==> src/design/cctv_pkg.sv <==
package cctv_pkg;

    //////////////////////////////
    // Vector types
    typedef logic [3:0]  gray_t;     // Gray value or one color channel
    typedef logic [16:0] pix_addr_t; // Frame buffer address
    typedef logic [16:0] diff_cnt_t; // Differing pixels in one frame
    typedef logic [9:0]  coord_t;    // VGA counter or coordinate
    typedef logic [7:0]  cam_byte_t; // Camera data byte

    typedef enum logic [1:0] {
        WAIT_FRAME,                  // Idle until the first frame boundary
        FIRST_BYTE,                  // Expecting R5 and G high 3
        SECOND_BYTE                  // Expecting G low 3 and B5
    } capture_state_t;

    //////////////////////////////
    // Stored image
    localparam int IMG_W     = 320;
    localparam int IMG_H     = 240;
    localparam int PIX_COUNT = IMG_W * IMG_H;

    //////////////////////////////
    // 640x480 VGA timing
    localparam coord_t H_ACTIVE = 640;
    localparam coord_t H_FRONT  = 16;
    localparam coord_t H_SYNC   = 96;
    localparam coord_t H_TOTAL  = 800;
    localparam coord_t V_ACTIVE = 480;
    localparam coord_t V_FRONT  = 10;
    localparam coord_t V_SYNC   = 2;
    localparam coord_t V_TOTAL  = 525;

    // Detection and display pipeline
    localparam int DET_SHIFT  = 6;   // Frame limit is detection_threshold << DET_SHIFT
    localparam int PIPE_DELAY = 2;   // Counter to color and sync latency

endpackage

==> src/design/motion_detector.sv <==
`timescale 1ns/1ns

module motion_detector import cctv_pkg::*; (
    input  logic       clk,
    input  logic       rst,
    input  logic       prev_valid,
    input  gray_t      cur_gray,
    input  gray_t      prev_gray,
    input  gray_t      pixel_threshold,
    input  logic [7:0] detection_threshold,
    input  logic       frame_done,
    output logic       motion_detected
);

    gray_t      abs_diff;
    logic       pix_hit;
    diff_cnt_t  run_cnt;                     // Frame in progress
    diff_cnt_t  frame_cnt;                   // Last finished frame
    diff_cnt_t  det_limit;
    logic       decide;                      // Decision cycle after frame_done
    logic [1:0] frame_age;                   // Boundaries seen, saturates at 3

    assign abs_diff  = (cur_gray > prev_gray) ? cur_gray - prev_gray
                                              : prev_gray - cur_gray;
    assign pix_hit   = prev_valid && (abs_diff > pixel_threshold);
    assign det_limit = diff_cnt_t'(detection_threshold) << DET_SHIFT;

    always_ff @(posedge clk) begin
        if (rst) begin
            run_cnt         <= '0;
            frame_cnt       <= '0;
            decide          <= 1'b0;
            frame_age       <= '0;
            motion_detected <= 1'b0;
        end else begin
            decide <= frame_done;
            if (frame_done) begin
                frame_cnt <= run_cnt;        // Latch and restart
                run_cnt   <= '0;
                if (frame_age != 2'd3)
                    frame_age <= frame_age + 1'b1;
            end else if (pix_hit) begin
                run_cnt <= run_cnt + 1'b1;
            end
            // Two stored frames are needed before a count means anything
            if (decide)
                motion_detected <= (frame_age == 2'd3) && (frame_cnt > det_limit);
        end
    end

endmodule

==> config.mk <==
export PLATFORM = sky130hd
export DESIGN_NAME = motion_detector
export DESIGN_NICKNAME = d
export VERILOG_FILES = /design/src/design/cctv_pkg.sv /design/src/design/motion_detector.sv
export SDC_FILE = /design/constraint.sdc
export NUM_CORES = 1
export LEC_CHECK = 0
export ABC_AREA = 1
export BUFFER_PORTS_ARGS = -buffer_cell sky130_fd_sc_hd__buf_2
export CAP_MARGIN = 20
export CORE_MARGIN = 5
export CORE_UTILIZATION = 45
export DETAILED_ROUTE_END_ITERATION = 16
export SETUP_SLACK_MARGIN = 0.02
export SLEW_MARGIN = 40
export SYNTH_ARGS = -nofsm -noshare
export SYNTH_HDL_FRONTEND = slang
export SYNTH_SLANG_ARGS = --single-unit
==> constraint.sdc <==
create_clock -name clk -period 4.1 [get_ports clk]
set_clock_uncertainty 0.05 [all_clocks]
set_input_delay 1.025 -clock clk [delete_from_list [all_inputs] [get_ports clk]]
set_output_delay 1.025 -clock clk [all_outputs]
set_load 0.01 [all_outputs]
; Word-level counts from Yosys, hierarchy flattened
; Index checks and enable logic that the tools add are counted.
[totals]
ff_bits = 38
inputBits = 24
[op_classes]
n_eq_ne = 2
n_mux = 1
n_addsub = 4
reduce_logical = 4
n_lt_le_gt_ge = 3
[ops]
columns = cell, n
row1 = "17-bit by 1-bit adder with 17-bit output, second input constant", 1
row2 = 17-bit by 14-bit greater-than comparator with 1-bit output, 1
row3 = 4-bit greater-than comparator, 2
row4 = 4-bit subtractor, 2
row5 = 4-bit two-way mux, 1
row6 = "2-bit by 1-bit adder with 2-bit output, second input constant", 1
row7 = "2-bit == test, second input constant", 1
row8 = 1-bit logical AND, 2
row9 = "2-bit inequality test, second input constant", 1
row10 = 2-bit AND reduction, 1
row11 = 2-bit OR reduction, 1

; Logic depth before layout (Yosys ltp)
; Gate-level depths: netlist of the first run.
[depth]
word_depth = 4
depth_mapped = 21

; Worst setup path before layout of the first run
; No wires, ideal clock.
[synth_path]
path_kind = input -> register
from = in cur_gray[0]
to = reg run_cnt[2]
setup_time_ps = 72
path_slack_ps = 777
stages = 18
arrival_ps = 3200
cell_sequence = inv_1 ha_1 inv_1 fa_1 nand3_1 nand2_1 nand2_1 mux2_2 ha_1 inv_1 o21bai_1 nand2_1 nand2_1 nand2_4 inv_2 buf_6 nand2_1 a21oi_1
[synth_via]
elab_chain_len = 4
elab_cells_between_ends = 6
cone_classes = 2 x add/sub / 2 x order compare / 1 x mux / 1 x reduce/logical
[synth_lines]
columns = item, line
row1 = from (decl), motion_detector.sv:7  ; input gray_t cur_gray,
row2 = 4-bit subtractor (tied with other cells), motion_detector.sv:24  ; : prev_gray - cur_gray;
row3 = 4-bit two-way mux *, motion_detector.sv:23  ; assign abs_diff = (cur_gray > prev_gray) ? cur_gray - prev_gray
row4 = 4-bit greater-than comparator *, motion_detector.sv:25  ; assign pix_hit = prev_valid && (abs_diff > pixel_threshold);
row5 = 1-bit logical AND *, motion_detector.sv:25
row6 = to (signal assigned), motion_detector.sv:43  ; run_cnt <= run_cnt + 1'b1;
row7 = to (decl), motion_detector.sv:17  ; diff_cnt_t run_cnt;
; Every way passes the cells marked *; elsewhere a longest branch is shown, timed or not.
; A chain may end at the register's enable or synchronous reset.

; Worst setup path in the final report of the first run
[layout_path]
from = in cur_gray[0]
to = reg run_cnt[16]
; The elaborated chain is that of the path after synthesis.

==> flow_summary.ini, run 1 <==
[cells_and_area]
drive_above_1_share = 0.126
nNetsFinal = 419
n_antenna_cell = 0
syn_to_final_growth_pct = 11.9
final_util = 0.520

[die]
core_um2 = 5110
die_area_um2 = 6830
die_h_um = 82.6
start_util = 0.465
io_pins = 25
dieWidth_um = 82.6
placementRows = 26

[clock_tree]
cts.reportedPaths.clkPinSlew_ns = 0.07
hold_buffers = 0
cts_tree = built
clk_path_buf_depth = 2
clk_latency_ns = 0.29
htreeDepth = 2
post_cts_resized = 0
clock-sinks = 38
numCtsBuffers = 5
clockRootBuffer = clkbuf_8
cts_setup_buffers = 0

[min_path]
worstHoldPathCells = 2
worstHoldPathType = reg -> reg
hp-start = motion_detected
min_delay_worst_endpoint = motion_detected

[timing]
fin_crit_sh = 0.846
finalHoldViolCount = 0
tightest_slew_ns = 0.573
fmax_ghz = 0.288
finalSetupViolations = 0
finalMaxSlewViolations = 0
setup_tns_ns = 0
rsz0062_at_grt = false
fin_ws_ns = 0.633
min_period_ns = 3.47
slew_headroom = 0.615

[grt]
track_usage = 0.157
use_met1 = 0.230
met3_usage = 0.0369
grt_pass1_vias = 1821
met2_usage = 0.224
antenna_found_initial = 0
top_usage_layer = met1
grt_pass1_wl_um = 8290
grt_max_degree = 20
overflow = 0

[setup_path]
arrival_ns = 3.63
r2r-end = run_cnt[16]
startpoint_type = input pin
critPathMaxFanout = 18
end_kind = register
rrSetupSlack_ns = 2.55
worstSetupPathType = in -> reg
cp_data_required_time_ns = 4.26
regToRegStartpoint = run_cnt[1]
rr_worst_depth = 8

[detailed_routing]
vias_per_cell = 4.73
routed_wl_um = 4890
first_pass_iters = 4
avgRoutedWirePerCell_um = 11.1
num_vias = 2090
drc = 0
drtAntennaViolNets = 0
initialDrtViolationCount = 121

[placed_design]
port_buffers = 24
place_ws_ns = 0.353
gp_congestion = 0.803
dp.final_hpwl_um = 3750

[run]
drv_cap = 0

[synthesis]
ys.warnings.count = 0
synth-edff-count = 0
yosysTopAreaCell = dfxtp_1
synth_top_area_frac = 0.321
postSynthCellCount = 347
syn_area_um2 = 2370
yosys_most_used_dff = dfxtp_1
synth_most_common_cell = nand2_1
ys_top_cells_by_area = dfxtp_1 (32%), nand2_1 (16%), ha_1 (11%), inv_1 (8.5%), nor2_1 (4.4%)
syn_nets = 394
synthTopCellsByCount = nand2_1 (102), inv_1 (54), dfxtp_1 (38), nor2_1 (28), ha_1 (21)
ys_async_sr_fraction = 0
synth_cell_types = 31
seq_area_frac_synth = 0.321
ys_ff_latch = 38
syn_area_per_cell_um2 = 6.84

[pwr]
powerDensity_nw_per_um2 = 313
power_leakage_nw = 1.18
irDropWorstVdd_uv = 193

[outcome]
outcome = complete, no violations
-- power breakdown --
part	leakage (nW)	internal (mW)	switching (mW)	total, mW
clock	0.0573	0.195	0.129	0.323
combinational	0.811	0.0465	0.0840	0.131
sequential	0.307	0.373	0.00342	0.377
total	1.18	0.614	0.216	0.831
-- area by class of cell --
| cell class | count | area, µm² |
|---|---|---|
| clock buffer | 6 | 82.6 |
| timing repair buffer | 24 | 120 |
| fill | 535 | 2450 |
| clock inverter | 1 | 30.0 |
| sequential | 38 | 761 |
| inverter | 56 | 210 |
| multi-input combinational | 247 | 1370 |
| tap | 70 | 87.6 |
-- cell families after synthesis --
| group | count (synthesis) | share of synthesized area |
|---|---|---|
| AND/OR/NAND/NOR | 168 | 0.306 |
| buffers and inverters | 62 | 0.104 |
| AO/OA/AOI/OAI | 48 | 0.111 |
| flip-flops | 38 | 0.321 |
| adder cells (fa/ha/maj) | 23 | 0.128 |
| XOR/XNOR | 7 | 0.0258 |
| multiplexers | 1 | 0.00474 |
-- metal layers --
metal,wire [µm],vias to the layer above
li1,-,1150
met4,52,0
met5,0,-
met2,1990,46
met1,2560,887
met3,282,7
-- flip-flops by register name (all words and copies together) (netlist names) --
name,flops
frame_cnt,17
run_cnt,17
frame_age,2
decide,1
motion_detected,1
-- worst max-delay path, cell delays in order --
cell      delay, ns
buf_2          0.11
inv_1          0.05
ha_1           0.13
inv_1          0.05
fa_1           0.38
nand3_1        0.08
nand2_1        0.08
nand2_1        0.11
mux2_2         0.35
ha_1           0.29
inv_1          0.04
o21bai_1       0.11
nand2_1        0.06
nand2_1        0.13
nand2_4        0.16
inv_2          0.24
nand2_1        0.11
a21oi_2        0.12
-- per-stage QoR --
stage | total power, mW | area, µm² | std cells | hold WS (ns)
2_1_floorplan | 0.486 | 2370 | 347 | 0.379
3_3_place_gp | 0.514 | 2540 | 435 | 0.396
3_5_place_dp | 0.516 | 2540 | 435 | 0.404
4_1_cts | 0.839 | 2660 | 442 | 0.421
5_1_grt | 0.878 | 2660 | 442 | 0.444
6_report | 0.831 | 2660 | 442 | 0.414
-- cells in the final DEF (no fill, tap or decap), drive strengths merged --
| master | n |
|---|---|
| nand2 | 107 |
| inv | 55 |
| dfxtp | 38 |
| nor2 | 36 |
| buf | 24 |
| ha | 21 |
| a21oi | 20 |
| o21ai | 19 |
| nand3 | 15 |
| nand4 | 8 |
| xor2 | 6 |
| clkbuf | 6 |
| o22ai | 4 |
| a22o | 2 |
| fa | 2 |
| mux2 | 1 |
| xnor2 | 1 |
| a31oi | 1 |
| clkinv | 1 |
| nor3b | 1 |
| o21bai | 1 |
| o21a | 1 |
| nor3 | 1 |
| bufinv | 1 |
-- how the worst max path moves through the flow --
stage / startpoint / to / depth (start not counted)
final: cur_gray[0] / run_cnt[16] / 18
after CTS: cur_gray[0] / run_cnt[16] / 18
after global placement: cur_gray[0] / run_cnt[5] / 18
after detailed placement: cur_gray[0] / run_cnt[2] / 18
after floorplan: cur_gray[0] / run_cnt[2] / 18
after global routing: cur_gray[0] / run_cnt[11] / 18
Note: power is estimated with default switching activity, not from simulation.
==> run 2: changes to the inputs <==
Settings changed: ABC_AREA 1 to 0, PLACE_DENSITY set to 0.66.
Clock period 4.1 ns to 3 ns, I/O delays scaled along.
==> run 2 against run 1 <==
- the run now ends with setup timing left
- sequential power grew 37%
- power grew 44%
- combinational power grew 150%
- first-iteration DRC count shrank 46%
- setup slack lost 0.90 ns
- critical path depth shrank 1
- clock-buffer cell count grew 1
- sequential share of layout area shrank 2.3 points
- critical path type unchanged
- largest cell class unchanged
- largest power group unchanged
- highest routed layer unchanged
==> flow_summary.ini, run 2 <==
[pwr]
power_leakage_nw = 1.22
irDropWorstVdd_uv = 302
powerDensity_nw_per_um2 = 415

[synthesis]
yosysTopAreaCell = dfxtp_1
yosys_most_used_dff = dfxtp_1
synthTopCellsByCount = dfxtp_1 (38), nor2_1 (37), inv_1 (27), ha_1 (21), mux2i_1 (21)
ys_async_sr_fraction = 0
syn_nets = 284
syn_area_per_cell_um2 = 9.75
synthAdderAreaFrac = 0.131
ys_ff_latch = 38
synth-edff-count = 0
synth_most_common_cell = dfxtp_1
seq_area_frac_synth = 0.329
ys.warnings.count = 0
synth_top_family_by_area = compound AO/OA/AOI/OAI gates
synth_compound_area_frac = 0.159
ys_top_cells_by_area = dfxtp_1 (33%), ha_1 (11%), mux2i_1 (9.1%), xnor2_1 (6.4%), nor2_1 (6.0%)
synth_top_area_frac = 0.329
synth-xor-area-share = 0.0682
synth_cell_types = 41
synth_simple_gate_area_frac = 0.151
postSynthCellCount = 237
muxShareOfSynthArea = 0.0958
syn_area_um2 = 2310

[grt]
antenna_found_initial = 0
overflow = 0
grt_pass1_vias = 1662
grt_pass1_wl_um = 7530
track_usage = 0.146
grt_max_degree = 24

[clock_tree]
clock-sinks = 38
cts.reportedPaths.clkPinSlew_ns = 0.07
numCtsBuffers = 5
clk_latency_ns = 0.29
htreeDepth = 2
clk_path_buf_depth = 2
clockRootBuffer = clkbuf_8
cts_tree = built

[setup_path]
cp_data_required_time_ns = 3.12
crit_chain = buf_12 -> inv_12 -> ha_4 -> inv_4 -> fa_2 -> a21o_1 -> a21oi_2 -> a41oi_2 -> mux2i_1 -> xor2_1 -> ha_1 -> nand4_1 -> buf_4 -> nand3_4 -> a2111oi_4 -> xnor2_1 -> nor2_1
startpoint_type = input pin
end_kind = register
arrival_ns = 3.38
critPathMaxFanout = 7
critPathMaxStageDelay_ns = 0.34
crit_slowest_cell = fa_2
worstSetupPathType = in -> reg

[cells_and_area]
syn_to_final_growth_pct = 25.0
register_area_um2 = 761
final_cell_mix = dfxtp_1 (38), nor2_1 (37), inv_1 (25)
nNetsFinal = 330
final_cell_area_um2 = 2890
layout_commonest_cell = dfxtp_1
top_regs = frame_cnt (17), run_cnt (17), frame_age (2)
fin_cells = 354
multiInputGateArea_um2 = 1480
drive_above_1_share = 0.303
n_antenna_cell = 0
nFillCells = 447

[die]
placementRows = 26
die_h_um = 81.7
start_util = 0.458
die_area_um2 = 6670
io_pins = 25
core_um2 = 5040
dieWidth_um = 81.7

[timing]
fin_crit_sh = 1.09
fin_ws_ns = -0.264
finalSetupViolations = 17
finalMaxSlewViolations = 0
tightest_slew_ns = 0.525
min_period_ns = 3.26
fmax_ghz = 0.306
slew_headroom = 0.650
rsz0062_at_grt = true
finalHoldViolCount = 0

[placed_design]
place_inst = 336
dpl_cell_area_um2 = 2700
gp_congestion = 0.748
dp.final_hpwl_um = 3420
port_buffers = 24

[detailed_routing]
avgRoutedWirePerCell_um = 12.7
drc = 0
vias_per_cell = 4.77
drtAntennaViolNets = 0
num_vias = 1690
first_pass_iters = 4
routed_wl_um = 4490
initialDrtViolationCount = 65

[outcome]
outcome = finished with violations
violations = setup timing

[run]
drv_cap = 0

[min_path]
worstHoldPathType = reg -> reg
## run 2: cell types whose count changed after synthesis, sizes merged, moves of 7 or more
cell	delta
a21o	+7
a211oi	+9
a21oi	-13
nand2	-100
nand3	-9
o21ai	-19
xnor2	+16
mux2i	+21
inv	-28
## run 2: what timing repair did
item                       4_1_cts  5_1_grt
hold buffers                     0        0
buffers inserted                 8        2
setup endpoints to repair       17       17
gates resized for setup          8        0
gates cloned                     0        0
pin swaps                       10       12
## run 2: power breakdown
part           internal, mW  switching [mW]
clock                 0.185           0.171
combinational         0.160           0.166
sequential            0.510         0.00539
total                 0.855           0.342
## run 2: stage by stage
stage | hold slack [ns] | power [mW] | setup TNS [ns] | setup slack (ns) | utilization
floorplan | 0.401 | 0.729 | -5.78 | -0.375 | -
global placement | 0.423 | 0.829 | -9.40 | -0.617 | 0.534
detailed placement | 0.430 | 0.834 | -11.19 | -0.750 | 0.534
CTS | 0.451 | 1.21 | -4.04 | -0.281 | 0.570
global route | 0.467 | 1.26 | -6.63 | -0.433 | 0.573
finish | 0.446 | 1.20 | -3.89 | -0.264 | 0.573
## run 2: final cells by class
type / count / share of cell area
Sequential cell: 38 / 0.263
Tap cell: 70 / 0.0303
Timing Repair Buffer: 48 / 0.120
Clock inverter: 1 / 0.00173
Multi-Input combinational cell: 163 / 0.514
Clock buffer: 7 / 0.0299
Inverter: 27 / 0.0403
## run 2: worst max-delay path: cells and delay by family
family                   cells  cell delay [ns]
adder cells (fa/ha/maj)      3             0.74
AO/OA/AOI/OAI                4             0.64
AND/OR/NAND/NOR              3             0.34
buffers and inverters        4             0.34
XOR/XNOR                     2             0.33
multiplexers                 1             0.22
## run 2: layer usage
metal / vias up / wire length [µm] / track usage
met5: - / 0 / 0
met4: 0 / 14 / 0.0299
met3: 2 / 113 / 0.0373
met2: 12 / 2110 / 0.233
met1: 770 / 2250 / 0.199
li1: 906 / - / -
## run 2: kinds of logic (layout without fill, tap and decap cells)
logic type               after synthesis  count (layout)
multiplexers                          22              22
flip-flops                            38              38
AND/OR/NAND/NOR                       67              67
AO/OA/AOI/OAI                         33              33
buffers and inverters                 36              83
XOR/XNOR                              18              18
adder cells (fa/ha/maj)               23              23
## run 2: final timing paths
path | start | to | slack, ns | cells after the start
setup / recovery | cur_gray[0] | run_cnt[14] | -0.26 | 17
hold / removal | frame_cnt[6] | frame_cnt[6] | 0.45 | 2
setup reg to reg | frame_cnt[12] | motion_detected | 1.20 | 6
hold reg to reg | frame_cnt[6] | frame_cnt[6] | 0.45 | 2
==> run 3: changes to the inputs <==
Settings changed: SKIP_CTS_REPAIR_TIMING set to 1.
==> run 3 against run 2 <==
- the run still ends with setup timing left
- combinational power is 19% higher
- critical path depth is 1 higher
- cell count is 1.4% higher
- flip-flop and latch count stayed put
- power is 5.5% higher
- fmax is 2.8% lower
- setup slack worse by 0.093 ns
- via count is 2.5% higher
- cell area is 3.4% higher
- sequential share of layout area is 0.86 points lower
==> flow_summary.ini, run 3 (synthesized netlist as in run 2, its figures left out) <==
[grt]
grt_pass1_vias = 1627
overflow = 0
track_usage = 0.143
grt_pass1_wl_um = 7420
antenna_found_initial = 0
grt_max_degree = 24

[die]
die_area_um2 = 6670
placementRows = 26
io_pins = 25
core_um2 = 5040
start_util = 0.458
die_h_um = 81.7
dieWidth_um = 81.7

[run]
drv_cap = 0

[detailed_routing]
first_pass_iters = 4
avgRoutedWirePerCell_um = 13.2
num_vias = 1732
vias_per_cell = 4.82
drc = 0
drtAntennaViolNets = 0
initialDrtViolationCount = 58
routed_wl_um = 4740

[setup_path]
worstSetupPathType = in -> reg
end_kind = register
regToRegStartpoint = frame_cnt[12]
rr_worst_depth = 6
arrival_ns = 3.48
crit_top_cell = buf_4
r2r-end = motion_detected
cp_data_required_time_ns = 3.12
startpoint_type = input pin
rrSetupSlack_ns = 1.19
crit_slowest_cell = fa_2
critPathMaxStageDelay_ns = 0.33
crit_chain = buf_12 -> inv_12 -> ha_4 -> inv_4 -> fa_2 -> a21o_1 -> a21oi_2 -> a41oi_2 -> mux2i_1 -> xor2_1 -> ha_1 -> nand4_1 -> buf_4 -> nand4_4 -> buf_4 -> a2111oi_4 -> xnor2_1 -> nor2_1
critPathMaxFanout = 4

[pwr]
powerDensity_nw_per_um2 = 423
seqPwrFrac = 0.408
power.switching_mw = 0.366
p_total_mw = 1.26
power_leakage_nw = 1.27
swShare = 0.290
pwr-share-comb = 0.308
irDropWorstVdd_uv = 306
intPower_mw = 0.897
clkPwrFrac = 0.284

[timing]
finalSetupViolations = 17
slew_headroom = 0.649
fin_ws_ns = -0.357
tightest_slew_ns = 0.527
fin_crit_sh = 1.12
min_period_ns = 3.36
finalMaxSlewViolations = 0
finalHoldViolCount = 0
rsz0062_at_grt = true
fmax_ghz = 0.298

[clock_tree]
htreeDepth = 2
clock-sinks = 38
cts_tree = built
cts.reportedPaths.clkPinSlew_ns = 0.07
clockRootBuffer = clkbuf_8
clk_path_buf_depth = 2
numCtsBuffers = 5
clk_latency_ns = 0.29

[placed_design]
dp.final_hpwl_um = 3420
gp_congestion = 0.748
place_inst = 336
port_buffers = 24

[cells_and_area]
top_regs = frame_cnt (17), run_cnt (17), frame_age (2)
n_antenna_cell = 0
layout_commonest_cell = dfxtp_1
final_cell_mix = dfxtp_1 (38), nor2_1 (37), inv_1 (25)
syn_to_final_growth_pct = 29.2
fin_cells = 359
drive_above_1_share = 0.311
nNetsFinal = 335

[min_path]
worstHoldPathCells = 2
worstHoldPathType = reg -> reg
hp-start = frame_cnt[5]
min_delay_worst_endpoint = frame_cnt[5]

[outcome]
outcome = finished with violations
violations = setup timing
-- run 3: cell types whose count changed in the layout (fill, tap and decap cells not counted), sizes merged --
| cell | delta |
|---|---|
| buf | +4 |
| clkbuf | +1 |
-- run 3: cell type report --
type,count,area (µm²)
Multi-Input combinational cell,163,1500
Tap cell,70,87.6
Clock buffer,7,86.3
Timing Repair Buffer,53,432
Sequential cell,38,761
Fill cell,430,2060
Clock inverter,1,5.00
Inverter,27,116
-- run 3: through the flow --
step | setup WS, ns | instance area (µm²) | hold slack, ns | util | TNS [ns]
floorplan | -0.375 | 2410 | 0.401 | - | -5.78
global placement | -0.617 | 2700 | 0.423 | 0.534 | -9.40
detailed placement | -0.750 | 2700 | 0.430 | 0.534 | -11.19
CTS | -0.450 | 2790 | 0.451 | 0.553 | -6.04
global route | -0.529 | 2990 | 0.467 | 0.592 | -7.81
finish | -0.357 | 2990 | 0.442 | 0.592 | -5.52
-- run 3: critical path: cells and delay by family --
kind	cells	cell delay, ns
compound gates	4	0.60
mux	1	0.22
fa+ha+maj	3	0.72
simple gates	3	0.34
buf+inv	5	0.52
xor+xnor	2	0.34
-- run 3: power groups by stage --
| stage | clock network [mW] | logic, mW | registers [mW] |
|---|---|---|---|
| 6_report | 0.359 | 0.389 | 0.515 |
| 3_3_place_gp | 0 | 0.302 | 0.527 |
| 5_1_grt | 0.397 | 0.415 | 0.516 |
| 2_1_floorplan | 0 | 0.204 | 0.526 |
| 4_1_cts | 0.368 | 0.309 | 0.515 |
| 3_5_place_dp | 0 | 0.307 | 0.527 |
-- run 3: routing by layer --
layer  GRT usage  routed length (µm)  vias to the layer above
met3      0.0373                 117                        5
li1            -                   -                      919
met2       0.222                2190                       16
met5           0                   0                        -
met1       0.201                2400                      792
met4      0.0299                  33                        0
-- run 3: how the worst max path moves through the flow --
stage	start	to	slack, ns	cells after the start
after CTS	cur_gray[0]	run_cnt[9]	-0.45	16
after detailed placement	cur_gray[0]	run_cnt[9]	-0.75	16
after global routing	cur_gray[0]	run_cnt[13]	-0.53	18
after global placement	cur_gray[0]	run_cnt[15]	-0.62	16
after floorplan	cur_gray[0]	run_cnt[7]	-0.37	15
final	cur_gray[0]	run_cnt[15]	-0.36	18
