===== config.mk =====
export PLATFORM = sky130hd
export DESIGN_NAME = vga_timing
export DESIGN_NICKNAME = d
export VERILOG_FILES = /design/src/design/cctv_pkg.sv /design/src/design/vga_timing.sv
export SDC_FILE = /design/constraint.sdc
export NUM_CORES = 1
export LEC_CHECK = 0
export ABC_AREA = 1
export BUFFER_PORTS_ARGS = -buffer_cell sky130_fd_sc_hd__buf_2
export CORE_MARGIN = 1
export CORE_UTILIZATION = 44
export DETAILED_ROUTE_END_ITERATION = 10
export PLACE_DENSITY = 0.66
export SLEW_MARGIN = 5
export SYNTH_ARGS = -nofsm -noshare
export SYNTH_HDL_FRONTEND = slang
export SYNTH_SLANG_ARGS = --single-unit

===== constraint.sdc =====
create_clock -name clk -period 2.86 [get_ports clk]
set_input_delay 0.286 -clock clk [delete_from_list [all_inputs] [get_ports clk]]
set_output_delay 0.286 -clock clk [all_outputs]
set_load 0.005 [all_outputs]

===== src/design/cctv_pkg.sv =====
package cctv_pkg;

    //////////////////////////////
    // Vector types
    typedef logic [3:0]  gray_t;     // Gray value or one color channel
    typedef logic [16:0] pix_addr_t; // Frame buffer address
    typedef logic [16:0] diff_cnt_t; // Differing pixels in one frame
    typedef logic [9:0]  coord_t;    // VGA counter or coordinate
    typedef logic [7:0]  cam_byte_t; // Camera data byte

    typedef enum logic [1:0] {
        WAIT_FRAME,                  // Idle until the first frame boundary
        FIRST_BYTE,                  // Expecting R5 and G high 3
        SECOND_BYTE                  // Expecting G low 3 and B5
    } capture_state_t;

    //////////////////////////////
    // Stored image
    localparam int IMG_W     = 320;
    localparam int IMG_H     = 240;
    localparam int PIX_COUNT = IMG_W * IMG_H;

    //////////////////////////////
    // 640x480 VGA timing
    localparam coord_t H_ACTIVE = 640;
    localparam coord_t H_FRONT  = 16;
    localparam coord_t H_SYNC   = 96;
    localparam coord_t H_TOTAL  = 800;
    localparam coord_t V_ACTIVE = 480;
    localparam coord_t V_FRONT  = 10;
    localparam coord_t V_SYNC   = 2;
    localparam coord_t V_TOTAL  = 525;

    // Detection and display pipeline
    localparam int DET_SHIFT  = 6;   // Frame limit is detection_threshold << DET_SHIFT
    localparam int PIPE_DELAY = 2;   // Counter to color and sync latency

endpackage


===== src/design/vga_timing.sv =====
`timescale 1ns/1ns

module vga_timing import cctv_pkg::*; (
    input  logic   clk,
    input  logic   rst,
    output coord_t h_count,
    output coord_t v_count,
    output logic   display_enable,
    output logic   h_sync_raw,
    output logic   v_sync_raw
);

    logic h_last;
    logic v_last;

    assign h_last = (h_count == H_TOTAL - 1'b1);
    assign v_last = (v_count == V_TOTAL - 1'b1);

    always_ff @(posedge clk) begin
        if (rst) begin
            h_count <= '0;
            v_count <= '0;
        end else if (h_last) begin
            h_count <= '0;
            v_count <= v_last ? '0 : v_count + 1'b1; // Next line or wrap frame
        end else begin
            h_count <= h_count + 1'b1;
        end
    end

    assign display_enable = (h_count < H_ACTIVE) && (v_count < V_ACTIVE);

    // Active-low pulses, 656..751 and lines 490..491
    assign h_sync_raw = ~((h_count >= H_ACTIVE + H_FRONT) &&
                          (h_count <  H_ACTIVE + H_FRONT + H_SYNC));
    assign v_sync_raw = ~((v_count >= V_ACTIVE + V_FRONT) &&
                          (v_count <  V_ACTIVE + V_FRONT + V_SYNC));

endmodule


* Yosys cells after proc, flatten, opt, wreduce, memory -nomap -nowiden *
Cells that the tools add are included.

operators by class
  add/subtract/negate cells = 2
  magnitude comparators = 6
  eq/ne operators = 2
  mux-type cells = 1
  bitwise operators = 2
  reduce and logical (&&, ||, !) cells = 4

operators by type and width
  operator                                                             number
  adder 10 x 1 -> 10 bit (second input constant)                       2
  == test 10 bit (second input constant)                               2
  < comparator 10 bit (second input constant)                          2
  < comparator 10 x 9 -> 1 bit (second input constant)                 2
  greater-or-equal comparator 10 bit (second input constant)           1
  greater-or-equal comparator 10 x 9 -> 1 bit (second input constant)  1
  2-to-1 mux 10 bit                                                    1
  logical AND 1 bit                                                    3
  inverter 1 bit                                                       2
  OR reduction 2 bit                                                   1

word-level totals
  register bits = 20
  input port bits = 2
  output and inout port bits = 23
  logic and storage cells = 19

* Logic depth before layout (Yosys ltp) *
Gate-level depths: netlist (run 1).

  depth in word-level cells = 3
  mapped depth = 9
  gate-level depth less buffers = 9

* Worst setup path before layout (run 1) *
Ideal clock, no wire load.

  kind = register to register
  start = reg h_count[0]
  end = reg v_count[4]
  setup time = 0.110 ns
  arrival time = 1.217 ns
  data required time = 2.750 ns
  setup slack = 1.533 ns
  cell stages (with the launch flop) = 9
  buffers on the path = 0
  clock period less this slack = 1.327 ns
  cell sequence = dfxtp_1 ha_1 nand2_2 inv_1 nand2_4 nor2_1 nand4_1 nand2_1 nor2_1

between the ends
  cells in the longest elaborated chain, start to end = 1

ends and longest elaborated chain
  what                      RTL line          source
  start: declaration        vga_timing.sv:6   output coord_t h_count,
  start signal: assignment  vga_timing.sv:27  h_count <= h_count + 1'b1;
  == test 10 bit            vga_timing.sv:16  assign h_last = (h_count == H_TOTAL - 1'b1);
  end signal: assignment    vga_timing.sv:25  v_count <= v_last ? '0 : v_count + 1'b1;
  end: declaration          vga_timing.sv:7   output coord_t v_count,

Every way passes these cells.
A chain may end at the register's enable or synchronous reset.

* Final worst setup path (run 1) *
  start = reg h_count[7]
  end = out h_sync_raw

between the ends
  cells in the longest elaborated chain, start to end = 3
  elaborated cells between the ends (all ways) = 4
  those cells by class = order compare (2); bitwise (1); reduce/logical (1)

ends and longest elaborated chain
  what                                                                              RTL line                            source
  greater-or-equal comparator 10 bit / < comparator 10 bit (equally long branches)  vga_timing.sv:34, vga_timing.sv:35
  logical AND 1 bit *                                                               vga_timing.sv:34                    assign h_sync_raw = ~((h_count >= H_ACTIVE + H_FRONT) &&
  inverter 1 bit *                                                                  vga_timing.sv:34
  end: declaration                                                                  vga_timing.sv:9                     output logic h_sync_raw,

Every way passes the cells marked *; elsewhere a longest branch is shown, timed or not.

==> results.sh, run 1 <==
export IMPL_ir_drop_v=0.000249
export IMPL_drv_cap=0
export IMPL_crit_required_ns=2.57
export IMPL_r2r_start="h_count[0]"
export IMPL_ys_types=21
export IMPL_cts_sink_count=20
export IMPL_core_sq_um=2520
export IMPL_die_w_microns=54.3
export IMPL_htreeDepth=1
export IMPL_crit_end="h_sync_raw"
export IMPL_clk_pin_slew_ns=0.11
export IMPL_yosysWarnings=0
export IMPL_startpoint_type="register"
export IMPL_syn_area_sq_um=1200
export IMPL_antenna_found_initial=0
export IMPL_timing_final_crit_share_pct=58.5
export IMPL_die_height_microns=54.3
export IMPL_synthCells=181
export IMPL_synth_nets=187
export IMPL_skew_ns=0.00303
export IMPL_layout_cells_non_filler=237
export IMPL_placed_cell_area_sq_um=1350
export IMPL_drc_errors=0
export IMPL_cts_max_path_buffers=2
export IMPL_rsz0062_at_grt="no"
export IMPL_first_pass_iters=4
export IMPL_drtIter0Drc=19
export IMPL_track_usage_pct=18.6
export IMPL_viasPerCell=4.93
export IMPL_criticalPathCategory="register to output pin"
export IMPL_clkLatencyLatePin_ns=0.29
export IMPL_grt_pass1_wl_mm=3.96
export IMPL_p_per_area_nw_per_um2=317
export IMPL_power_leakage_nw=0.721
export IMPL_hpwl_mm=1.96
export IMPL_min_period_ns=1.67
export IMPL_core_rowCount=18
export IMPL_critPathLaunch="h_count[7]"
export IMPL_area_growth_pct=14.0
export IMPL_first_global_vias=948
export IMPL_fin_nets=215
export IMPL_crit_arrival_ns=1.39
export IMPL_min_path_type="input port to register"
export IMPL_hold_viol_final=0
export IMPL_fp_dieArea_sq_um=2950
export IMPL_root_buffer="clkbuf_4"
export IMPL_io_buffers=24
export IMPL_ff2ff_setup_slack_ns=1.39
export IMPL_slew_headroom_pct=77.7
export IMPL_initial_utilization_pct=47.7
export IMPL_wl_per_cell_microns=10.5
export IMPL_design_area_sq_um=1370
export IMPL_synth_avg_cell_area_sq_um=6.65
export IMPL_cts_buffers=3
export IMPL_finalMaxSlewViolations=0
export IMPL_gp_congestion=0.857
export IMPL_overflow=0
export IMPL_grt_max_degree=12
export IMPL_worst_pin_slew_ns=0.334
export IMPL_worstReg2RegEnd="v_count[4]"
export IMPL_cts_tree="built"
export IMPL_fin_setup_tns_ns=0
export IMPL_synth_seq_cells=20
export IMPL_drive_above_1_share_pct=20.3
export IMPL_cts_hold_buf=0
export IMPL_cp_max_fo=8
export IMPL_fmax_mhz=598
export IMPL_num_vias=1169
export IMPL_ys_seq_area_share_pct=33.3
export IMPL_wl_mm=2.48
export IMPL_diodes=0
export IMPL_ctsResizeCount=0
export IMPL_cts_setup_buffers=0
export IMPL_reg2reg_depth=8
export IMPL_power_uw=435
export IMPL_worstSetupEndpointType="output pin"
export IMPL_status="completed"
export IMPL_final_setup_viol_count=0
export IMPL_dp_cells=234
export IMPL_antenna_left=0
export IMPL_boundaryPins=25
==> power breakdown <==
group,total (mW),internal (mW),switching (mW)
registers,0.286,0.282,0.00391
logic,0.0203,0.00781,0.0125
clock network,0.129,0.0489,0.0798
total,0.435,0.339,0.0962
==> flip-flops by register name (all words and copies together) (netlist names) <==
| name | flops |
|---|---|
| h_count | 10 |
| v_count | 10 |
==> cells by family after synthesis <==
| kind of cell | count (synthesis) | synth area share (%) |
|---|---|---|
| AO/OA/AOI/OAI | 13 | 5.41 |
| flip-flops | 20 | 33.3 |
| XOR/XNOR | 2 | 1.46 |
| buffers and inverters | 31 | 10.3 |
| AND/OR/NAND/NOR | 111 | 45.4 |
| adder cells (fa/ha/maj) | 4 | 4.16 |
==> synthesized netlist by cell type (all sizes together) <==
| cell type | count | area (sq um) |
|---|---|---|
| a21oi | 10 | 50.1 |
| buf | 1 | 11.3 |
| dfxtp | 20 | 400 |
| ha | 4 | 50.1 |
| inv | 30 | 113 |
| nand2 | 49 | 211 |
| nand3 | 12 | 70.1 |
| nand3b | 1 | 7.51 |
| nand4 | 9 | 62.6 |
| nor2 | 35 | 169 |
| nor3 | 4 | 20.0 |
| nor4 | 1 | 6.26 |
| o21ai | 3 | 15.0 |
| xor2 | 2 | 17.5 |
==> cells in the final DEF (no fill, tap or decap), drive strengths merged <==
cell,synthesis,layout
nand2,49,49
nor2,35,35
inv,30,30
buf,1,24
dfxtp,20,20
nand3,12,12
a21oi,10,10
nand4,9,9
nor3,4,4
ha,4,4
o21ai,3,3
clkbuf,0,3
xor2,2,2
nor4,1,1
nand3b,1,1
==> through the flow <==
stage | hold WS (ns) | worst slack (ns) | utilization, %
floorplan | 0.355 | 1.53 | -
global placement | 0.459 | 1.45 | 53.5
detailed placement | 0.465 | 1.39 | 53.5
CTS | 0.142 | 1.17 | 54.4
global route | 0.142 | 1.09 | 54.4
finish | 0.149 | 1.19 | 54.4
==> worst min path at each step <==
| stage | startpoint | end | slack, ns | depth (start not counted) |
|---|---|---|---|---|
| after floorplan | rst | v_count[8] | 0.36 | 1 |
| after global placement | h_count[0] | h_count[0] | 0.46 | 1 |
| after detailed placement | rst | v_count[8] | 0.47 | 2 |
| after CTS | rst | v_count[8] | 0.14 | 2 |
| after global routing | rst | v_count[8] | 0.14 | 2 |
| final | rst | v_count[8] | 0.15 | 2 |
==> area by class of cell <==
class                           count  area (sq um)
Inverter                           30           113
Clock buffer                        3          22.5
Fill cell                         271          1150
Multi-Input combinational cell    130           679
Tap cell                           30          37.5
Sequential cell                    20           400
Timing Repair Buffer               24           120
==> per-layer routing <==
| layer | up-vias | share of wire, % | global-route usage [%] |
|---|---|---|---|
| met2 | 25 | 44 | 29.7 |
| met1 | 521 | 51 | 25.1 |
| met4 | 0 | 0.81 | 7.69 |
| met3 | 2 | 4.1 | 2.50 |
| li1 | 621 | - | - |
| met5 | - | 0 | 0 |
==> worst max-delay path, cell delays in order (launching register included) <==
cell and delay [ns]:
dfxtp_1 0.49, inv_1 0.09, nor3_1 0.27, nand3b_1 0.11
buf_2 0.14
(Power assumes the default switching activity.)
==> inputs of run 2 (changes only) <==
--- a/config.mk
+++ b/config.mk
@@ -5,12 +5,12 @@
 export SDC_FILE = /design/constraint.sdc
 export NUM_CORES = 1
 export LEC_CHECK = 0
-export ABC_AREA = 1
+export ABC_AREA = 0
 export BUFFER_PORTS_ARGS = -buffer_cell sky130_fd_sc_hd__buf_2
 export CORE_MARGIN = 1
 export CORE_UTILIZATION = 44
 export DETAILED_ROUTE_END_ITERATION = 10
-export PLACE_DENSITY = 0.66
+export PLACE_DENSITY = 0.7
 export SLEW_MARGIN = 5
 export SYNTH_ARGS = -nofsm -noshare
 export SYNTH_HDL_FRONTEND = slang
==> constraint.sdc (replaced) <==
create_clock -name clk -period 1.45 [get_ports clk]
set_input_delay 0.145 -clock clk [delete_from_list [all_inputs] [get_ports clk]]
set_output_delay 0.145 -clock clk [all_outputs]
set_load 0.005 [all_outputs]
==> run 2 against run 1 <==
Against the previous run: the flow now finishes with violations (negative setup slack); critical path type is now register to register; total power increased by 110%; area after synthesis decreased by 15%; design area increased by 18%; routed wire length increased by 16%; critical endpoint is now v_count[9].
==> results.sh, run 2 <==
export IMPL_yosys_area_share_simple_pct=34.1
export IMPL_clk_pin_slew_ns=0.12
export IMPL_status="finished, violations left"
export IMPL_synth_seq_cells=20
export IMPL_antenna_left=0
export IMPL_cts_hold_buf=0
export IMPL_cts_max_path_buffers=2
export IMPL_first_pass_iters=5
export IMPL_yosysMostFrequentCell="nor2_1"
export IMPL_yosys_area_share_adder_pct=4.87
export IMPL_slew_headroom_pct=78.5
export IMPL_die_w_microns=50.3
export IMPL_root_buffer="clkbuf_4"
export IMPL_syn_area_sq_um=1030
export IMPL_wl_per_cell_microns=13.8
export IMPL_cpMaxStageDelayCell="or4_4"
export IMPL_reg_top3="h_count x10, v_count x10"
export IMPL_p_per_area_nw_per_um2=555
export IMPL_layout_setup_ws_ns=-0.234
export IMPL_min_to="v_count[7]"
export IMPL_drv_cap=0
export IMPL_r2r_start="h_count[6]"
export IMPL_drive_above_1_share_pct=50.3
export IMPL_drtIter0Drc=28
export IMPL_synth_compound_area_share_pct=4.26
export IMPL_final_cell_mix="buf_4 (28), buf_2 (24), nor2_1 (21), xnor2_1 (11)"
export IMPL_fmax_mhz=594
export IMPL_min_from="rst"
export IMPL_synth_area_leaders="dfxtp_1 (39%), xnor2_1 (9.4%), nor2_1 (7.7%)"
export IMPL_grt_pass1_wl_mm=4.17
export IMPL_worst_pin_slew_ns=0.319
export IMPL_synth_edf_count=0
export IMPL_placed_cell_area_sq_um=1380
export IMPL_synth_avg_cell_area_sq_um=8.64
export IMPL_clkLatencyLatePin_ns=0.30
export IMPL_area_growth_pct=57.3
export IMPL_fin_nets=186
export IMPL_num_vias=1091
export IMPL_startpoint_type="register"
export IMPL_cp_max_fo=5
export IMPL_crit_required_ns=1.69
export IMPL_io_buffers=24
export IMPL_ys_types=28
export IMPL_seq_area_sq_um=419
export IMPL_skew_ns=0.00250
export IMPL_yosysWarnings=0
export IMPL_htreeDepth=1
export IMPL_reg2reg_depth=4
export IMPL_ff2ff_setup_slack_ns=-0.23
export IMPL_antenna_found_initial=0
export IMPL_synth_top_flop_cell="dfxtp_1"
export IMPL_rsz0062_at_grt="yes"
export IMPL_hold_viol_final=0
export IMPL_yosys_top_cells_count="nor2_1 (21), dfxtp_1 (20), xnor2_1 (11)"
export IMPL_grt_max_degree=12
export IMPL_synthCells=119
export IMPL_design_area_sq_um=1620
export IMPL_cts_buffers=3
export IMPL_final_common_cell="buf_4"
export IMPL_ir_drop_v=0.000324
export IMPL_muxShareOfSynthArea_pct=1.95
export IMPL_hpwl_mm=1.88
export IMPL_path_cells="nand3b_1, or4_4, or3_1, a21oi_1"
export IMPL_core_sq_um=2210
export IMPL_cts_sink_count=20
export IMPL_power_leakage_nw=0.666
export IMPL_core_rowCount=17
export IMPL_worstReg2RegEnd="v_count[9]"
export IMPL_critPathMaxStageDelay_ns=0.60
export IMPL_finalMaxSlewViolations=0
export IMPL_track_usage_pct=21.9
export IMPL_criticalPathCategory="register to register"
export IMPL_timing_final_crit_share_pct=116
export IMPL_boundaryPins=25
export IMPL_drc_errors=0
export IMPL_ys_seq_area_share_pct=38.9
export IMPL_synthArstFlopShare_pct=0
export IMPL_synth_nets=125
export IMPL_min_path_type="input port to register"
export IMPL_dp_cells=193
export IMPL_violations="negative setup slack"
export IMPL_holdPathStages=2
export IMPL_initial_utilization_pct=46.5
export IMPL_yosysTopAreaCell="dfxtp_1"
export IMPL_wl_mm=2.87
export IMPL_synth_top_family_by_area="simple AND/OR/NAND/NOR gates"
export IMPL_synthXorXnorAreaFrac_pct=11.9
export IMPL_final_setup_viol_count=18
export IMPL_layout_cells_non_filler=207
export IMPL_viasPerCell=5.27
export IMPL_power_uw=897
export IMPL_multi_input_area_sq_um=703
export IMPL_worstSetupEndpointType="register"
export IMPL_diodes=0
export IMPL_min_period_ns=1.68
export IMPL_synth_top_area_share_pct=38.9
export IMPL_n_fill_cell=168
export IMPL_crit_arrival_ns=1.92
export IMPL_cts_tree="built"
export IMPL_first_global_vias=950
export IMPL_overflow=0
export IMPL_die_height_microns=50.3
export IMPL_gp_congestion=0.783
export IMPL_fp_dieArea_sq_um=2530
## run 2: cell count changes after synthesis, moves of 3 or more
cell	delta
nand2_4	-3
nor2_1	-10
a21oi_1	-8
inv_1	-18
nand2_1	-37
inv_2	-3
xnor2_1	+11
nor3_1	+3
nand4_1	-8
nor4_1	+5
## run 2: what timing repair did
action | CTS | global route
endpoints found under the setup margin | 19 | 20
cloned | 0 | 0
resized for setup | 20 | 15
pin swaps | 4 | 4
setup buffers | 2 | 9
## run 2: cell type report
type / count / share of cell area, %
timing repair buffer: 58 / 24.6
tap: 28 / 2.17
clock inverter: 1 / 0.232
sequential: 20 / 25.9
multi-input combinational: 88 / 43.5
clock buffer: 3 / 1.39
inverter: 9 / 2.24
## run 2: power by group
group	total [mW]	leakage, nW	switching, mW	internal, mW
sequential	0.563	0.167	0.00725	0.556
clock	0.274	0.0154	0.174	0.100
combinational	0.0601	0.483	0.0314	0.0288
## run 2: cells by family (layout without fill, tap and decap cells)
kind of cell	after synthesis	in the layout
simple gates	62	62
flops	20	20
mux	2	2
buf+inv	11	71
xor+xnor	14	14
fa+ha+maj	4	4
compound gates	6	6
## run 2: worst max-delay path, delay by kind of cell, from the launching register on
kind,cells,cell delay [ns]
AOI/OAI and AO/OA,1,0.15
and+or+nand+nor,3,1.13
DFF,1,0.35
## run 2: worst max path at each step
stage,start,end,slack (ns),depth (start not counted)
after floorplan,h_count[1],v_count[9],-0.24,5
after global placement,h_count[1],v_count[9],-0.16,5
after detailed placement,h_count[1],v_count[9],-0.18,5
after CTS,h_count[1],v_count[9],-0.20,5
after global routing,h_count[6],v_count[9],-0.30,4
final,h_count[6],v_count[9],-0.23,4
## run 2: per-stage QoR
stage | hold slack [ns] | setup slack [ns] | setup TNS, ns | util, %
2_1_floorplan | 0.214 | -0.244 | -2.06 | -
3_3_place_gp | 0.424 | -0.156 | -1.41 | 62.2
3_5_place_dp | 0.425 | -0.180 | -1.42 | 62.2
4_1_cts | 0.0940 | -0.198 | -0.641 | 67.3
5_1_grt | 0.127 | -0.299 | -2.29 | 73.1
6_report | 0.125 | -0.234 | -1.45 | 73.1
## run 2: layer usage
layer	up-vias	global-route usage, %	routed length, microns
met5	-	0	0
met4	0	6.48	28
met3	4	3.64	115
met2	33	37.3	1440
met1	526	28.1	1280
li1	528	-	-
==> inputs of run 3 (changes only) <==
--- a/config.mk
+++ b/config.mk
@@ -8,9 +8,9 @@
 export ABC_AREA = 0
 export BUFFER_PORTS_ARGS = -buffer_cell sky130_fd_sc_hd__buf_2
 export CORE_MARGIN = 1
-export CORE_UTILIZATION = 44
+export CORE_UTILIZATION = 46
 export DETAILED_ROUTE_END_ITERATION = 10
-export PLACE_DENSITY = 0.7
+export PLACE_DENSITY = 0.73
 export SLEW_MARGIN = 5
 export SYNTH_ARGS = -nofsm -noshare
 export SYNTH_HDL_FRONTEND = slang
==> run 3 against run 2 <==
Against the previous run: the run still ends with negative setup slack left; flip-flop and latch count unchanged; design area up 2.9%; via count up 2.0%; critical path depth up 1; worst hold slack worse by 0.020 ns; maximum frequency down 3.5%; clock skew up 0.013 ns; routed wire length up 17%; count of clock-buffer cells in the layout unchanged; die area down 4.2%.
==> results.sh, run 3 (same netlist as run 2, synthesis figures left out) <==
export IMPL_status="finished, violations left"
export IMPL_violations="negative setup slack"
export IMPL_holdPathStages=2
export IMPL_overflow=0
export IMPL_final_setup_viol_count=12
export IMPL_n_fill_cell=123
export IMPL_fin_nets=182
export IMPL_cts_max_path_buffers=2
export IMPL_crit_required_ns=1.31
export IMPL_gp_congestion=0.851
export IMPL_worstSetupEndpointType="output pin"
export IMPL_final_common_cell="buf_2"
export IMPL_die_height_microns=49.3
export IMPL_crit_arrival_ns=1.60
export IMPL_drc_errors=0
export IMPL_viasPerCell=5.51
export IMPL_pwr_share_seq_pct=51.4
export IMPL_grt_pass1_wl_mm=4.66
export IMPL_cts_sink_count=20
export IMPL_skew_ns=0.0154
export IMPL_fmax_mhz=573
export IMPL_min_path_type="input port to register"
export IMPL_die_w_microns=49.3
export IMPL_drive_above_1_share_pct=50.9
export IMPL_reg_top3="h_count x10, v_count x10"
export IMPL_switching_power_uw=232
export IMPL_clkLatencyLatePin_ns=0.32
export IMPL_hold_viol_final=0
export IMPL_hold_ws_ns=0.105
export IMPL_antenna_found_initial=0
export IMPL_cts_buffers=3
export IMPL_cts_tree="built"
export IMPL_drv_cap=0
export IMPL_initial_utilization_pct=50.9
export IMPL_reg2reg_depth=4
export IMPL_ir_drop_v=0.000601
export IMPL_wl_per_cell_microns=16.5
export IMPL_core_sq_um=2020
export IMPL_power_leakage_nw=0.682
export IMPL_startpoint_type="register"
export IMPL_rsz0062_at_grt="yes"
export IMPL_cp_max_fo=5
export IMPL_clk_pin_slew_ns=0.13
export IMPL_root_buffer="clkbuf_4"
export IMPL_combPwrFrac_pct=5.6
export IMPL_p_per_area_nw_per_um2=658
export IMPL_worst_pin_slew_ns=0.415
export IMPL_first_pass_iters=4
export IMPL_min_period_ns=1.74
export IMPL_sw_frac_of_total_pct=21.2
export IMPL_drtIter0Drc=20
export IMPL_grt_max_degree=13
export IMPL_criticalPathCategory="register to output pin"
export IMPL_slew_headroom_pct=72.1
export IMPL_num_vias=1113
export IMPL_diodes=0
export IMPL_hpwl_mm=1.89
export IMPL_timing_final_crit_share_pct=120
export IMPL_p_clk_share_pct=43.0
export IMPL_p_int_uw=864
export IMPL_finalMaxSlewViolations=0
export IMPL_core_rowCount=16
export IMPL_area_growth_pct=61.9
export IMPL_htreeDepth=1
export IMPL_wl_mm=3.34
export IMPL_first_global_vias=1012
export IMPL_track_usage_pct=25.2
export IMPL_layout_setup_ws_ns=-0.295
export IMPL_final_cell_mix="buf_2 (23), buf_4 (21), nor2_1 (20), xnor2_1 (11), dfxtp_1 (10)"
export IMPL_power_mw=1.10
export IMPL_fp_dieArea_sq_um=2430
export IMPL_boundaryPins=25
export IMPL_io_buffers=24
export IMPL_antenna_left=0
[run 3: worst paths after layout]
path / start / to / slack (ns)
worst max-delay path: v_count[2] / v_sync_raw / -0.29
worst min-delay path: rst / v_count[7] / 0.11
worst max register to register: v_count[4] / v_count[9] / -0.28
worst min register to register: h_count[0] / h_count[0] / 0.56
[run 3: layer usage]
| metal | up-vias | wire, microns | global-route usage (%) |
|---|---|---|---|
| met4 | 0 | 202 | 5.88 |
| met5 | - | 0 | 0 |
| met1 | 518 | 1300 | 30.3 |
| li1 | 517 | - | - |
| met2 | 53 | 1670 | 47.0 |
| met3 | 25 | 157 | 2.80 |
[run 3: critical path, cell delays in order, from the launching register on]
cell,delay (ns)
dfxtp_1,0.34
buf_4,0.15
inv_1,0.10
nand3_1,0.12
or4_4,0.44
buf_6,0.13
[run 3: power by group through the flow]
stage | clock [mW] | sequential (mW) | combinational (mW)
final | 0.471 | 0.564 | 0.0612
after global routing | 0.492 | 0.564 | 0.0676
after CTS | 0.468 | 0.564 | 0.0601
after detailed placement | 0 | 0.576 | 0.0580
after global placement | 0 | 0.576 | 0.0565
after floorplan | 0 | 0.582 | 0.0236
[run 3: repair_timing]
item	CTS	global route
pin swaps	3	11
hold buffers	0	0
setup buffers	1	5
resized for setup	18	22
setup endpoints to repair	19	20
[run 3: stage by stage]
step                      setup WS (ns)  util (%)  std cells  instance area (sq um)  TNS (ns)
after detailed placement         -0.193      68.4        193                   1380     -1.45
after floorplan                  -0.244         -        119                   1060     -2.06
after CTS                        -0.230      75.9        198                   1530    -0.860
after global routing             -0.318      82.4        202                   1670     -2.22
final                            -0.295      82.4        202                   1670     -1.52
after global placement           -0.145      68.4        193                   1380    -0.767
[run 3: final cells by class]
| type | instances | area [sq um] | share of cell area [%] |
|---|---|---|---|
| Clock buffer | 3 | 22.5 | 1.35 |
| Clock inverter | 1 | 30.0 | 1.80 |
| Inverter | 9 | 33.8 | 2.03 |
| Multi-Input combinational cell | 88 | 733 | 44.0 |
| Sequential cell | 20 | 418 | 25.1 |
| Tap cell | 27 | 33.8 | 2.03 |
| Timing Repair Buffer | 54 | 394 | 23.7 |
